===== config.mk =====
export PLATFORM = sky130hd
export DESIGN_NAME = pipe_ctrl_top
export DESIGN_NICKNAME = d
export VERILOG_FILES = /design/src/riscv_pkg.sv /design/src/controller.sv /design/src/stage_tracker.sv /design/src/pc_gen.sv /design/src/pipe_ctrl_top.sv
export VERILOG_INCLUDE_DIRS = /design/src
export SDC_FILE = /design/constraint.sdc
export NUM_CORES = 1
export LEC_CHECK = 0
export BUFFER_PORTS_ARGS = -buffer_cell sky130_fd_sc_hd__buf_2
export CORE_MARGIN = 2
export CORE_UTILIZATION = 32
export DETAILED_ROUTE_END_ITERATION = 8
export PLACE_DENSITY = 0.6
export SLEW_MARGIN = 15
export SYNTH_ARGS = -nofsm -noshare
export SYNTH_HDL_FRONTEND = slang
export SYNTH_SLANG_ARGS = --single-unit

===== constraint.sdc =====
create_clock -name clk_i -period 3.1 [get_ports clk_i]
set_input_delay 0.31 -clock clk_i [delete_from_list [all_inputs] [get_ports clk_i]]
set_output_delay 0.31 -clock clk_i [all_outputs]
set_load 0.01 [all_outputs]

===== src/riscv_cfg.svh =====
/* core width and reset settings, included by every pipeline control module */
`ifndef RISCV_CFG_SVH
`define RISCV_CFG_SVH

// register file index width, 32 registers
`define REG_ADDR_W 5

// data path and pc width
`define XLEN 32

// fetch address right after reset
`define RESET_PC 32'h0000_0000

// sequential fetch step, no compressed instructions
`define INSTR_BYTES 4

`endif


===== src/riscv_pkg.sv =====
/* shared enums for the pipeline control slice
   import with riscv_pkg::* in any module that needs trap kinds or pc select */
`default_nettype none

package riscv_pkg;

    // trap state carried by each instruction through the pipe
    // only MRET changes control flow here
    // ILLEGAL and ECALL are placeholders for the full core
    typedef enum logic [1:0]
    {
        NO_TRAP = 2'd0,
        MRET    = 2'd1,
        ILLEGAL = 2'd2,
        ECALL   = 2'd3
    } exc_t;

    // pc source picked when the fetch pc is redirected
    typedef enum logic
    {
        // branch or jump target from EX
        PC_JUMP = 1'b0,
        // trap return address from the CSR file
        PC_MEPC = 1'b1
    } pc_sel_t;

endpackage : riscv_pkg

`default_nettype wire


===== src/controller.sv =====
/* forwarding, load-use hazard, stall/flush and pc steering for the five-stage pipe
   purely combinational, fed by the registered stage metadata from stage_tracker */
`timescale 1ns/1ps
`default_nettype none

`include "riscv_cfg.svh"

module controller
    import riscv_pkg::*;
(
    // kept so the port shape matches the rest of the core
    input  logic                   clk_i,
    input  logic                   reset_i,

    // sources of the instruction in ID
    input  logic [`REG_ADDR_W-1:0] id_rs1_addr_i,
    input  logic [`REG_ADDR_W-1:0] id_rs2_addr_i,

    // ID/EX register
    input  logic [`REG_ADDR_W-1:0] id_ex_rs1_addr_i,
    input  logic [`REG_ADDR_W-1:0] id_ex_rs2_addr_i,
    input  logic [`REG_ADDR_W-1:0] id_ex_rd_addr_i,
    input  logic                   id_ex_write_rd_i,
    input  logic                   id_ex_wb_use_mem_i,

    // taken branch or jump resolved in EX
    input  logic                   ex_new_pc_en_i,

    // EX/MEM register
    input  logic [`REG_ADDR_W-1:0] ex_mem_rd_addr_i,
    input  logic                   ex_mem_write_rd_i,
    input  logic                   ex_mem_wb_use_mem_i,
    input  logic [`XLEN-1:0]       ex_mem_alu_result_i,

    // MEM/WB register
    input  logic [`REG_ADDR_W-1:0] mem_wb_rd_addr_i,
    input  logic                   mem_wb_write_rd_i,
    input  logic                   mem_wb_use_mem_i,
    input  logic [`XLEN-1:0]       mem_wb_alu_result_i,
    input  logic [`XLEN-1:0]       mem_wb_dmem_rdata_i,
    input  exc_t                   mem_wb_trap_i,

    input  logic                   instr_valid_i,

    // CSR instructions in ID, EX and MEM
    input  logic                   id_is_csr_i,
    input  logic                   ex_is_csr_i,
    input  logic                   mem_is_csr_i,

    // forwarding into EX
    output logic                   forward_ex_mem_rs1_o,
    output logic                   forward_ex_mem_rs2_o,
    output logic [`XLEN-1:0]       forward_ex_mem_data_o,
    output logic                   forward_mem_wb_rs1_o,
    output logic                   forward_mem_wb_rs2_o,
    output logic [`XLEN-1:0]       forward_mem_wb_data_o,

    // fetch pc steering and CSR side effect
    output logic                   new_pc_en_o,
    output pc_sel_t                pc_sel_o,
    output logic                   csr_mret_o,

    // pipeline register strobes
    output logic                   id_ex_flush_o,
    output logic                   id_ex_stall_o,
    output logic                   if_id_stall_o,
    output logic                   if_id_flush_o,
    output logic                   ex_mem_stall_o,
    output logic                   ex_mem_flush_o
);

    // a stage can forward only if it writes a real register
    // a load in EX/MEM only holds the address, so it is skipped
    logic ex_mem_fwd_ok;
    logic mem_wb_fwd_ok;
    logic load_use_hzrd;
    logic mret_in_wb;

    assign ex_mem_fwd_ok = (ex_mem_rd_addr_i != '0) && ex_mem_write_rd_i && !ex_mem_wb_use_mem_i;
    assign mem_wb_fwd_ok = (mem_wb_rd_addr_i != '0) && mem_wb_write_rd_i;

    // EX/MEM has the newest copy of rd, so it wins over MEM/WB
    always_comb
    begin
        forward_ex_mem_rs1_o = 1'b0;
        forward_ex_mem_rs2_o = 1'b0;
        forward_mem_wb_rs1_o = 1'b0;
        forward_mem_wb_rs2_o = 1'b0;

        if (ex_mem_fwd_ok && (ex_mem_rd_addr_i == id_ex_rs1_addr_i))
            forward_ex_mem_rs1_o = 1'b1;
        else if (mem_wb_fwd_ok && (mem_wb_rd_addr_i == id_ex_rs1_addr_i))
            forward_mem_wb_rs1_o = 1'b1;

        if (ex_mem_fwd_ok && (ex_mem_rd_addr_i == id_ex_rs2_addr_i))
            forward_ex_mem_rs2_o = 1'b1;
        else if (mem_wb_fwd_ok && (mem_wb_rd_addr_i == id_ex_rs2_addr_i))
            forward_mem_wb_rs2_o = 1'b1;
    end

    assign forward_ex_mem_data_o = ex_mem_alu_result_i;
    // loaded value for a load, alu result for anything else
    assign forward_mem_wb_data_o = mem_wb_use_mem_i ? mem_wb_dmem_rdata_i : mem_wb_alu_result_i;

    // load in EX whose rd is read in ID
    // one bubble lets the data reach MEM/WB where it can be forwarded
    assign load_use_hzrd = id_ex_write_rd_i && id_ex_wb_use_mem_i &&
                           ((id_ex_rd_addr_i == id_rs1_addr_i) ||
                            (id_ex_rd_addr_i == id_rs2_addr_i));

    assign mret_in_wb = (mem_wb_trap_i == MRET);

    // branches are predicted not taken
    // a taken one squashes what follows it
    assign id_ex_flush_o  = ex_new_pc_en_i || !instr_valid_i || load_use_hzrd || mret_in_wb;
    assign id_ex_stall_o  = 1'b0;
    assign if_id_stall_o  = load_use_hzrd || ex_is_csr_i || mem_is_csr_i;
    // drain the front end until the CSR write has landed
    assign if_id_flush_o  = id_is_csr_i || ex_is_csr_i || mem_is_csr_i;
    assign ex_mem_stall_o = mret_in_wb;
    assign ex_mem_flush_o = 1'b0;

    // trap return beats a branch from EX
    always_comb
    begin
        new_pc_en_o = 1'b0;
        pc_sel_o    = PC_JUMP;
        csr_mret_o  = 1'b0;

        unique case (mem_wb_trap_i)
            MRET:
            begin
                new_pc_en_o = 1'b1;
                pc_sel_o    = PC_MEPC;
                // tells the CSR file to restore mstatus
                csr_mret_o  = 1'b1;
            end
            // other trap kinds leave the pc to EX
            default:
            begin
                new_pc_en_o = ex_new_pc_en_i;
            end
        endcase
    end

endmodule : controller

`default_nettype wire


===== src/stage_tracker.sv =====
/* control metadata and result registers for ID/EX, EX/MEM and MEM/WB
   applies the flush, stall and bubble strobes from the controller */
`timescale 1ns/1ps
`default_nettype none

`include "riscv_cfg.svh"

module stage_tracker
    import riscv_pkg::*;
(
    input  logic                   clk_i,
    input  logic                   reset_i,

    // decoded fields of the instruction in ID
    input  logic [`REG_ADDR_W-1:0] id_rs1_addr_i,
    input  logic [`REG_ADDR_W-1:0] id_rs2_addr_i,
    input  logic [`REG_ADDR_W-1:0] id_rd_addr_i,
    input  logic                   id_write_rd_i,
    input  logic                   id_use_mem_i,
    input  logic                   id_is_csr_i,
    input  exc_t                   id_trap_i,

    // results from the EX and MEM data path
    input  logic [`XLEN-1:0]       ex_alu_result_i,
    input  logic [`XLEN-1:0]       mem_dmem_rdata_i,

    input  logic                   id_ex_flush_i,
    input  logic                   id_ex_stall_i,
    input  logic                   ex_mem_stall_i,
    input  logic                   ex_mem_flush_i,

    output logic [`REG_ADDR_W-1:0] id_ex_rs1_addr_o,
    output logic [`REG_ADDR_W-1:0] id_ex_rs2_addr_o,
    output logic [`REG_ADDR_W-1:0] id_ex_rd_addr_o,
    output logic                   id_ex_write_rd_o,
    output logic                   id_ex_wb_use_mem_o,
    output logic                   ex_is_csr_o,

    output logic [`REG_ADDR_W-1:0] ex_mem_rd_addr_o,
    output logic                   ex_mem_write_rd_o,
    output logic                   ex_mem_wb_use_mem_o,
    output logic [`XLEN-1:0]       ex_mem_alu_result_o,
    output logic                   mem_is_csr_o,

    output logic [`REG_ADDR_W-1:0] mem_wb_rd_addr_o,
    output logic                   mem_wb_write_rd_o,
    output logic                   mem_wb_use_mem_o,
    output logic [`XLEN-1:0]       mem_wb_alu_result_o,
    output logic [`XLEN-1:0]       mem_wb_dmem_rdata_o,
    output exc_t                   mem_wb_trap_o
);

    exc_t id_ex_trap;
    exc_t ex_mem_trap;

    // ID/EX, flush loads a bubble and beats stall
    always_ff @(posedge clk_i)
    begin
        if (reset_i || id_ex_flush_i)
        begin
            id_ex_rs1_addr_o   <= '0;
            id_ex_rs2_addr_o   <= '0;
            id_ex_rd_addr_o    <= '0;
            id_ex_write_rd_o   <= 1'b0;
            id_ex_wb_use_mem_o <= 1'b0;
            ex_is_csr_o        <= 1'b0;
            id_ex_trap         <= NO_TRAP;
        end
        else if (!id_ex_stall_i)
        begin
            id_ex_rs1_addr_o   <= id_rs1_addr_i;
            id_ex_rs2_addr_o   <= id_rs2_addr_i;
            id_ex_rd_addr_o    <= id_rd_addr_i;
            id_ex_write_rd_o   <= id_write_rd_i;
            id_ex_wb_use_mem_o <= id_use_mem_i;
            ex_is_csr_o        <= id_is_csr_i;
            id_ex_trap         <= id_trap_i;
        end
    end

    // EX/MEM
    always_ff @(posedge clk_i)
    begin
        if (reset_i || ex_mem_flush_i)
        begin
            ex_mem_rd_addr_o    <= '0;
            ex_mem_write_rd_o   <= 1'b0;
            ex_mem_wb_use_mem_o <= 1'b0;
            mem_is_csr_o        <= 1'b0;
            ex_mem_trap         <= NO_TRAP;
        end
        else if (!ex_mem_stall_i)
        begin
            ex_mem_rd_addr_o    <= id_ex_rd_addr_o;
            ex_mem_write_rd_o   <= id_ex_write_rd_o;
            ex_mem_wb_use_mem_o <= id_ex_wb_use_mem_o;
            mem_is_csr_o        <= ex_is_csr_o;
            ex_mem_trap         <= id_ex_trap;
        end
    end

    // MEM/WB never holds
    // a stalled EX/MEM sends a bubble, which retires a pending MRET
    always_ff @(posedge clk_i)
    begin
        if (reset_i || ex_mem_stall_i)
        begin
            mem_wb_rd_addr_o  <= '0;
            mem_wb_write_rd_o <= 1'b0;
            mem_wb_use_mem_o  <= 1'b0;
            mem_wb_trap_o     <= NO_TRAP;
        end
        else
        begin
            mem_wb_rd_addr_o  <= ex_mem_rd_addr_o;
            mem_wb_write_rd_o <= ex_mem_write_rd_o;
            mem_wb_use_mem_o  <= ex_mem_wb_use_mem_o;
            mem_wb_trap_o     <= ex_mem_trap;
        end
    end

    // result words follow the metadata and are ignored in a bubble
    always_ff @(posedge clk_i)
    begin
        if (!ex_mem_stall_i)
            ex_mem_alu_result_o <= ex_alu_result_i;
        mem_wb_alu_result_o <= ex_mem_alu_result_o;
        mem_wb_dmem_rdata_o <= mem_dmem_rdata_i;
    end

endmodule : stage_tracker

`default_nettype wire


===== src/pc_gen.sv =====
/* fetch pc register, steps by one instruction or takes a redirect target */
`timescale 1ns/1ps
`default_nettype none

`include "riscv_cfg.svh"

module pc_gen
    import riscv_pkg::*;
(
    input  logic             clk_i,
    input  logic             reset_i,
    input  logic             if_id_stall_i,
    input  logic             new_pc_en_i,
    input  pc_sel_t          pc_sel_i,
    input  logic [`XLEN-1:0] jump_target_i,
    input  logic [`XLEN-1:0] mepc_i,
    output logic [`XLEN-1:0] pc_o
);

    logic [`XLEN-1:0] redirect_pc;

    // trap return or branch target
    always_comb
    begin
        unique case (pc_sel_i)
            PC_MEPC: redirect_pc = mepc_i;
            default: redirect_pc = jump_target_i;
        endcase
    end

    // redirect beats stall, so a mispredict during a hazard is not lost
    always_ff @(posedge clk_i)
    begin
        if (reset_i)
            pc_o <= `RESET_PC;
        else if (new_pc_en_i)
            pc_o <= redirect_pc;
        else if (!if_id_stall_i)
            pc_o <= pc_o + `XLEN'(`INSTR_BYTES);
    end

endmodule : pc_gen

`default_nettype wire


===== src/pipe_ctrl_top.sv =====
/* pipeline control slice top, wiring controller, stage_tracker and pc_gen
   the data path around it is driven from the ports */
`timescale 1ns/1ps
`default_nettype none

`include "riscv_cfg.svh"

module pipe_ctrl_top
    import riscv_pkg::*;
(
    input  logic                   clk_i,
    input  logic                   reset_i,

    // ID stage fields
    input  logic [`REG_ADDR_W-1:0] id_rs1_addr_i,
    input  logic [`REG_ADDR_W-1:0] id_rs2_addr_i,
    input  logic [`REG_ADDR_W-1:0] id_rd_addr_i,
    input  logic                   id_write_rd_i,
    input  logic                   id_use_mem_i,
    input  logic                   id_is_csr_i,
    input  exc_t                   id_trap_i,
    input  logic                   instr_valid_i,

    // EX, MEM and CSR side
    input  logic                   ex_new_pc_en_i,
    input  logic [`XLEN-1:0]       ex_jump_target_i,
    input  logic [`XLEN-1:0]       ex_alu_result_i,
    input  logic [`XLEN-1:0]       mem_dmem_rdata_i,
    input  logic [`XLEN-1:0]       mepc_i,

    output logic [`XLEN-1:0]       pc_o,

    output logic                   forward_ex_mem_rs1_o,
    output logic                   forward_ex_mem_rs2_o,
    output logic [`XLEN-1:0]       forward_ex_mem_data_o,
    output logic                   forward_mem_wb_rs1_o,
    output logic                   forward_mem_wb_rs2_o,
    output logic [`XLEN-1:0]       forward_mem_wb_data_o,

    output logic                   id_ex_flush_o,
    output logic                   id_ex_stall_o,
    output logic                   if_id_stall_o,
    output logic                   if_id_flush_o,
    output logic                   ex_mem_stall_o,
    output logic                   ex_mem_flush_o,
    output logic                   csr_mret_o
);

    // registered stage metadata
    logic [`REG_ADDR_W-1:0] id_ex_rs1_addr;
    logic [`REG_ADDR_W-1:0] id_ex_rs2_addr;
    logic [`REG_ADDR_W-1:0] id_ex_rd_addr;
    logic                   id_ex_write_rd;
    logic                   id_ex_wb_use_mem;
    logic                   ex_is_csr;
    logic [`REG_ADDR_W-1:0] ex_mem_rd_addr;
    logic                   ex_mem_write_rd;
    logic                   ex_mem_wb_use_mem;
    logic [`XLEN-1:0]       ex_mem_alu_result;
    logic                   mem_is_csr;
    logic [`REG_ADDR_W-1:0] mem_wb_rd_addr;
    logic                   mem_wb_write_rd;
    logic                   mem_wb_use_mem;
    logic [`XLEN-1:0]       mem_wb_alu_result;
    logic [`XLEN-1:0]       mem_wb_dmem_rdata;
    exc_t                   mem_wb_trap;

    // pc steering
    logic                   new_pc_en;
    pc_sel_t                pc_sel;

    // ports named like the top ports connect by name
    controller u_controller (
        .id_ex_rs1_addr_i    (id_ex_rs1_addr),
        .id_ex_rs2_addr_i    (id_ex_rs2_addr),
        .id_ex_rd_addr_i     (id_ex_rd_addr),
        .id_ex_write_rd_i    (id_ex_write_rd),
        .id_ex_wb_use_mem_i  (id_ex_wb_use_mem),
        .ex_mem_rd_addr_i    (ex_mem_rd_addr),
        .ex_mem_write_rd_i   (ex_mem_write_rd),
        .ex_mem_wb_use_mem_i (ex_mem_wb_use_mem),
        .ex_mem_alu_result_i (ex_mem_alu_result),
        .mem_wb_rd_addr_i    (mem_wb_rd_addr),
        .mem_wb_write_rd_i   (mem_wb_write_rd),
        .mem_wb_use_mem_i    (mem_wb_use_mem),
        .mem_wb_alu_result_i (mem_wb_alu_result),
        .mem_wb_dmem_rdata_i (mem_wb_dmem_rdata),
        .mem_wb_trap_i       (mem_wb_trap),
        .ex_is_csr_i         (ex_is_csr),
        .mem_is_csr_i        (mem_is_csr),
        .new_pc_en_o         (new_pc_en),
        .pc_sel_o            (pc_sel),
        .*
    );

    stage_tracker u_stage_tracker (
        .id_ex_flush_i       (id_ex_flush_o),
        .id_ex_stall_i       (id_ex_stall_o),
        .ex_mem_stall_i      (ex_mem_stall_o),
        .ex_mem_flush_i      (ex_mem_flush_o),
        .id_ex_rs1_addr_o    (id_ex_rs1_addr),
        .id_ex_rs2_addr_o    (id_ex_rs2_addr),
        .id_ex_rd_addr_o     (id_ex_rd_addr),
        .id_ex_write_rd_o    (id_ex_write_rd),
        .id_ex_wb_use_mem_o  (id_ex_wb_use_mem),
        .ex_is_csr_o         (ex_is_csr),
        .ex_mem_rd_addr_o    (ex_mem_rd_addr),
        .ex_mem_write_rd_o   (ex_mem_write_rd),
        .ex_mem_wb_use_mem_o (ex_mem_wb_use_mem),
        .ex_mem_alu_result_o (ex_mem_alu_result),
        .mem_is_csr_o        (mem_is_csr),
        .mem_wb_rd_addr_o    (mem_wb_rd_addr),
        .mem_wb_write_rd_o   (mem_wb_write_rd),
        .mem_wb_use_mem_o    (mem_wb_use_mem),
        .mem_wb_alu_result_o (mem_wb_alu_result),
        .mem_wb_dmem_rdata_o (mem_wb_dmem_rdata),
        .mem_wb_trap_o       (mem_wb_trap),
        .*
    );

    pc_gen u_pc_gen (
        .if_id_stall_i       (if_id_stall_o),
        .new_pc_en_i         (new_pc_en),
        .pc_sel_i            (pc_sel),
        .jump_target_i       (ex_jump_target_i),
        .*
    );

endmodule : pipe_ctrl_top

`default_nettype wire


* Word-level counts from Yosys, hierarchy flattened
Cells that the tools add are included.
** Storage, ports and cells
- Flip-flop bits (word level) :: 167
- Input port bits :: 152
- Output and inout port bits :: 107
- Word-level logic and storage cells :: 64
** Cells by class
- Add/subtract/negate cells :: 1
- Eq/ne operators :: 8
- Multiplexer cells :: 12
- Reduce and logical (&&, ||, !) cells :: 23
** Operator list (count)
- 2-to-1 mux 32 bit :: 4
- adder 32 x 3 -> 32 bit, second input constant :: 1
- equality test 5 bit :: 6
- logical OR 1 bit :: 10
- nonzero test 5 bit :: 2
- logical AND 1 bit :: 9
- 2-to-1 mux 1 bit :: 8
- equality test 2 x 1 -> 1 bit, second input constant :: 1
- zero test 1 bit :: 2
- inequality test 2 bit, second input constant :: 1

* Longest topological paths before layout
- Depth after elaboration :: 7
- Depth in mapped cells :: 8
- Gate-level depth less buffers :: 6

* Modules after synthesis
A second synthesis with hierarchy kept.
** Unflattened totals
- Cells, all modules :: 605
- Area, all modules :: 6919.1 sq um
** Modules (own cells, without submodules)
- stage_tracker :: times used 1, cells each 214, area each 3574.7 sq um, seq. area each 3022.9 sq um
- pc_gen :: times used 1, cells each 262, area each 2270.9 sq um, seq. area each 640.6 sq um
- controller :: times used 1, cells each 129, area each 1073.5 sq um, seq. area each 0.0 sq um

* Worst setup path before layout
OpenSTA, ideal clock, no wires.
- Path kind :: flip-flop to flip-flop
- Start point :: register u_stage_tracker.mem_wb_trap_o[1]
- End point :: register u_stage_tracker.ex_mem_alu_result_o[0], enable pin
- Library setup time :: 409 ps
- Arrival time :: 2131 ps
- Data required time :: 2691 ps
- Slack :: 560 ps
- Stages on the path, launching flop included :: 5
- Path buffers :: 3
- Period minus slack after synthesis :: 2540 ps
- Path through :: dfxtp_1 nand2b_1 clkbuf_1 clkbuf_1 buf_1
** Between the ends
- Word-level cells in the longest chain between the ends :: 1
** RTL lines
- from (decl) :: line stage_tracker.sv:50 : output exc_t mem_wb_trap_o
- from (signal assigned) :: line stage_tracker.sv:118 : mem_wb_trap_o <= ex_mem_trap;
- equality test 2 x 1 -> 1 bit :: line controller.sv:111 : assign mret_in_wb = (mem_wb_trap_i == MRET);
- to (signal assigned) :: line stage_tracker.sv:126 : ex_mem_alu_result_o <= ex_alu_result_i;
- to (decl) :: line stage_tracker.sv:42 : output logic [`XLEN-1:0] ex_mem_alu_result_o,
Every way passes these cells.
A chain may end at the register's enable or synchronous reset.

* Worst setup path in the final report
- Start point :: register u_pc_gen.pc_o[2]
- End point :: register u_pc_gen.pc_o[30]
** Between the ends
- Word-level cells in the longest chain between the ends :: 3
** RTL lines
- from (decl) :: line pc_gen.sv:17 : output logic [`XLEN-1:0] pc_o
- from (signal assigned) :: line pc_gen.sv:35 : pc_o <= `RESET_PC;
- from (signal assigned) :: line pc_gen.sv:37 : pc_o <= redirect_pc;
- from (signal assigned) :: line pc_gen.sv:39 : pc_o <= pc_o + `XLEN'(`INSTR_BYTES);
- adder 32 x 3 -> 32 bit :: line pc_gen.sv:39
- 2-to-1 mux 32 bit :: line pc_gen.sv:38 : else if (!if_id_stall_i)
- 2-to-1 mux 32 bit :: line pc_gen.sv:36 : else if (new_pc_en_i)
Every way passes these cells. The select of a mux whose other input is x is not followed.

==> run_results.csv <==
group,metric,value,unit
clocking,cts_made_buffers,17,
yosys,yosysSeqAreaShare,55.2,%
die,die_w,148,um
global_routing,grt_overflow_total,0,
yosys,synth_area_leaders,"dfxtp_1, edfxtp_1, mux2_2",
die,die-area,0.0219,mm2
critical_path,cp_max_fo,7,
global_routing,grt_pass1_vias,5960,
critical_path,r2r_cells,6,
drt,drc,0,
global_routing,use_met2,31.6,%
timing,final_max_slew_viol_count,0,
timing,fmax,0.376,GHz
die,dieHeight,148,um
timing,tightest_slew,0.786,ns
place,place_congestion,0.905,
die,placementRows,52,
yosys,synth_area,0.00664,mm2
drt,vias_per_cell,5.01,
global_routing,gr-usage-met3,6.57,%
clocking,postCtsResizedCells,0,
die,io_pins,259,
global_routing,top_usage_layer,"met2",
drt,drtAntennaViolNets,0,
power,leakage,3.96,nW
clocking,clk_pin_slew,0.07,ns
layout,fill_cells,1952,
clocking,cts_root_buffer,"clkbuf_16",
layout,diodes,0,
layout,drive_above_1_share,37.4,%
timing,hold_violations,0,
die,initial_core_util,32.7,%
timing,rsz0062_at_grt,"no",
critical_path,crit_path_start_kind,"flip-flop",
die,core_area,0.0203,mm2
clocking,clk_latency,0.43,ns
yosys,yosysWarningCount,0,
critical_path,required,3.41,ns
drt,first_pass_iters,4,
layout,post-route-util,45.0,%
run,maxCapViolations,0,
global_routing,grt_max_degree,57,
global_routing,grt_pass1_wl,33.0,mm
critical_path,end_kind,"flip-flop",
layout,nets,1066,
drt,post_drt_wl_per_cell,17.7,um
timing,max_slew_margin,47.1,%
min_path,hold_path_class,"in -> reg",
yosys,synth.distinct_cells,63,
power,power.density,551,mW/mm2
clocking,cts.sinks,167,
global_routing,grt_usage,19.3,%
layout,area_growth,37.6,%
timing,fin_crit,2.66,ns
yosys,synth.avg_cell_area,10.5,um2
clocking,cts_tree,"yes",
yosys,synth_edf_count,32,
outcome,status,"finished, final reports clean",
yosys,synth_top_flop_cell,"dfxtp_1",
yosys,synth_top_area_cell,"dfxtp_1",
yosys,synth_top_area_share,40.7,%
timing,fin_skew,0.0191,ns
timing,setup_viol,0,
global_routing,use_met1,23.9,%
place,numPortBuffers,256,
place,hpwl,15.0,mm
global_routing,antenna_found_initial,2,
drt,vias,5990,
timing,period_share,85.7,%
timing,setup_tns,0,ns
yosys,synth_seq_cells,167,
critical_path,reg2reg_slack,0.44,ns
min_path,hold_depth,1,
drt,wirelength,21.1,mm
critical_path,cp.arrival,2.97,ns
critical_path,crit_type,"reg -> reg",
yosys,synthCells,635,
clocking,cts_max_level,4,
yosys,synthArstFlopShare,0,%
power,peakVddDrop,0.000292,V
drt,drt_iter0_markers,239,
clocking,clock_path_buffers,2,
-- state kept, by name (all words and copies together), names as in the netlist, 32 cells and up --
signal and flops:
u_stage_tracker.ex_mem_alu_result_o 32, u_stage_tracker.mem_wb_alu_result_o 32, u_pc_gen.pc_o 32, u_stage_tracker.mem_wb_dmem_rdata_o 32
-- report_power, final --
| part | leakage (nW) | switching, mW | internal, mW | total (mW) |
|---|---|---|---|---|
| Clock | 0.300 | 1.05 | 1.11 | 2.16 |
| Combinational | 2.20 | 0.236 | 0.243 | 0.479 |
| Sequential | 1.46 | 0.0747 | 2.32 | 2.39 |
-- cell families (layout without fill, tap and decap cells) --
group                      count (synthesis)  in the layout  share of synthesized area (%)
other                                      1              2                         0.0565
DFF                                      167            167                           55.2
and+or+nand+nor                          214            214                           17.0
AOI/OAI and AO/OA                        133            133                           14.4
adders and majority gates                  1              1                          0.188
muxes                                     35             35                           5.88
buffers and inverters                     53            343                           3.20
xor gates and xnor gates                  31             31                           4.09
-- final timing paths --
kind / endpoint / startpoint
setup / recovery: u_pc_gen.pc_o[30] / u_pc_gen.pc_o[2]
hold reg to reg: u_stage_tracker.mem_wb_alu_result_o[26] / u_stage_tracker.ex_mem_alu_result_o[26]
setup reg to reg: u_pc_gen.pc_o[30] / u_pc_gen.pc_o[2]
hold / removal: u_stage_tracker.ex_mem_alu_result_o[25] / ex_alu_result_i[25]
-- per-stage QoR --
stage,cells,power [mW],cell area (um2),setup slack (ns),hold slack (ns)
after floorplan,636,2.64,6640,0.560,0.338
after global placement,1132,2.88,8190,0.662,0.346
after detailed placement,1132,2.89,8190,0.570,0.352
after CTS,1196,5.09,9130,0.470,0.0356
after global routing,1196,5.25,9130,0.345,0.0260
final,1196,5.03,9130,0.443,0.0562
-- area by class of cell --
class	instances	area [um2]	share of cell area [%]
Tap cell	270	338	3.70
Sequential cell	167	3660	40.1
Clock inverter	15	194	2.12
Timing Repair Buffer	302	1710	18.7
Inverter	9	33.8	0.370
Clock buffer	17	425	4.66
Multi-Input combinational cell	416	2770	30.4
-- cells in the final DEF (no fill, tap or decap), types with 12 or more instances in the layout --
cell type and count:
edfxtp_1 32, dfxtp_1 135, mux2_2 32, and2_1 21
xnor2_1 17, xor2_1 14, dlygate4sd3_1 32, buf_2 256
clkbuf_16 17, and3_1 20, buf_4 14, o21ai_0 16
nand4_1 12, nand3_1 26, o311ai_0 13, nor2_1 24
a21oi_1 29, nand2_1 63
-- worst max-delay path, stage by stage (launching register included) --
cell	delay, ns
dfxtp_1	0.45
ha_1	0.26
nand3_2	0.15
or4_1	0.67
or4_4	0.46
o31a_1	0.25
o31ai_1	0.30
-- layer usage --
metal  vias up  routed length (um)
li1       2907                   -
met1      2780                8900
met2       268                9950
met3        31                1940
met4         4                 306
met5         -                  27
-- repair_timing --
action,CTS,global route
setup endpoints to repair,0,0
hold buffers,32,0
setup buffers,0,0
endpoints found under the hold margin,32,0
-- Yosys cell counts (11+ instances only) --
master and number:
a211oi_1 11, mux2_2 32, xor2_1 14, a21oi_1 29, clkbuf_1 29, and2_1 21
dfxtp_1 135, and3_1 20, edfxtp_1 32, nand4_1 12, xnor2_1 17, o211ai_1 11
nor2_1 24, o311ai_0 13, o21ai_0 16, nand3_1 26, nand2_1 63
Note: power is estimated with default switching activity, not from simulation.
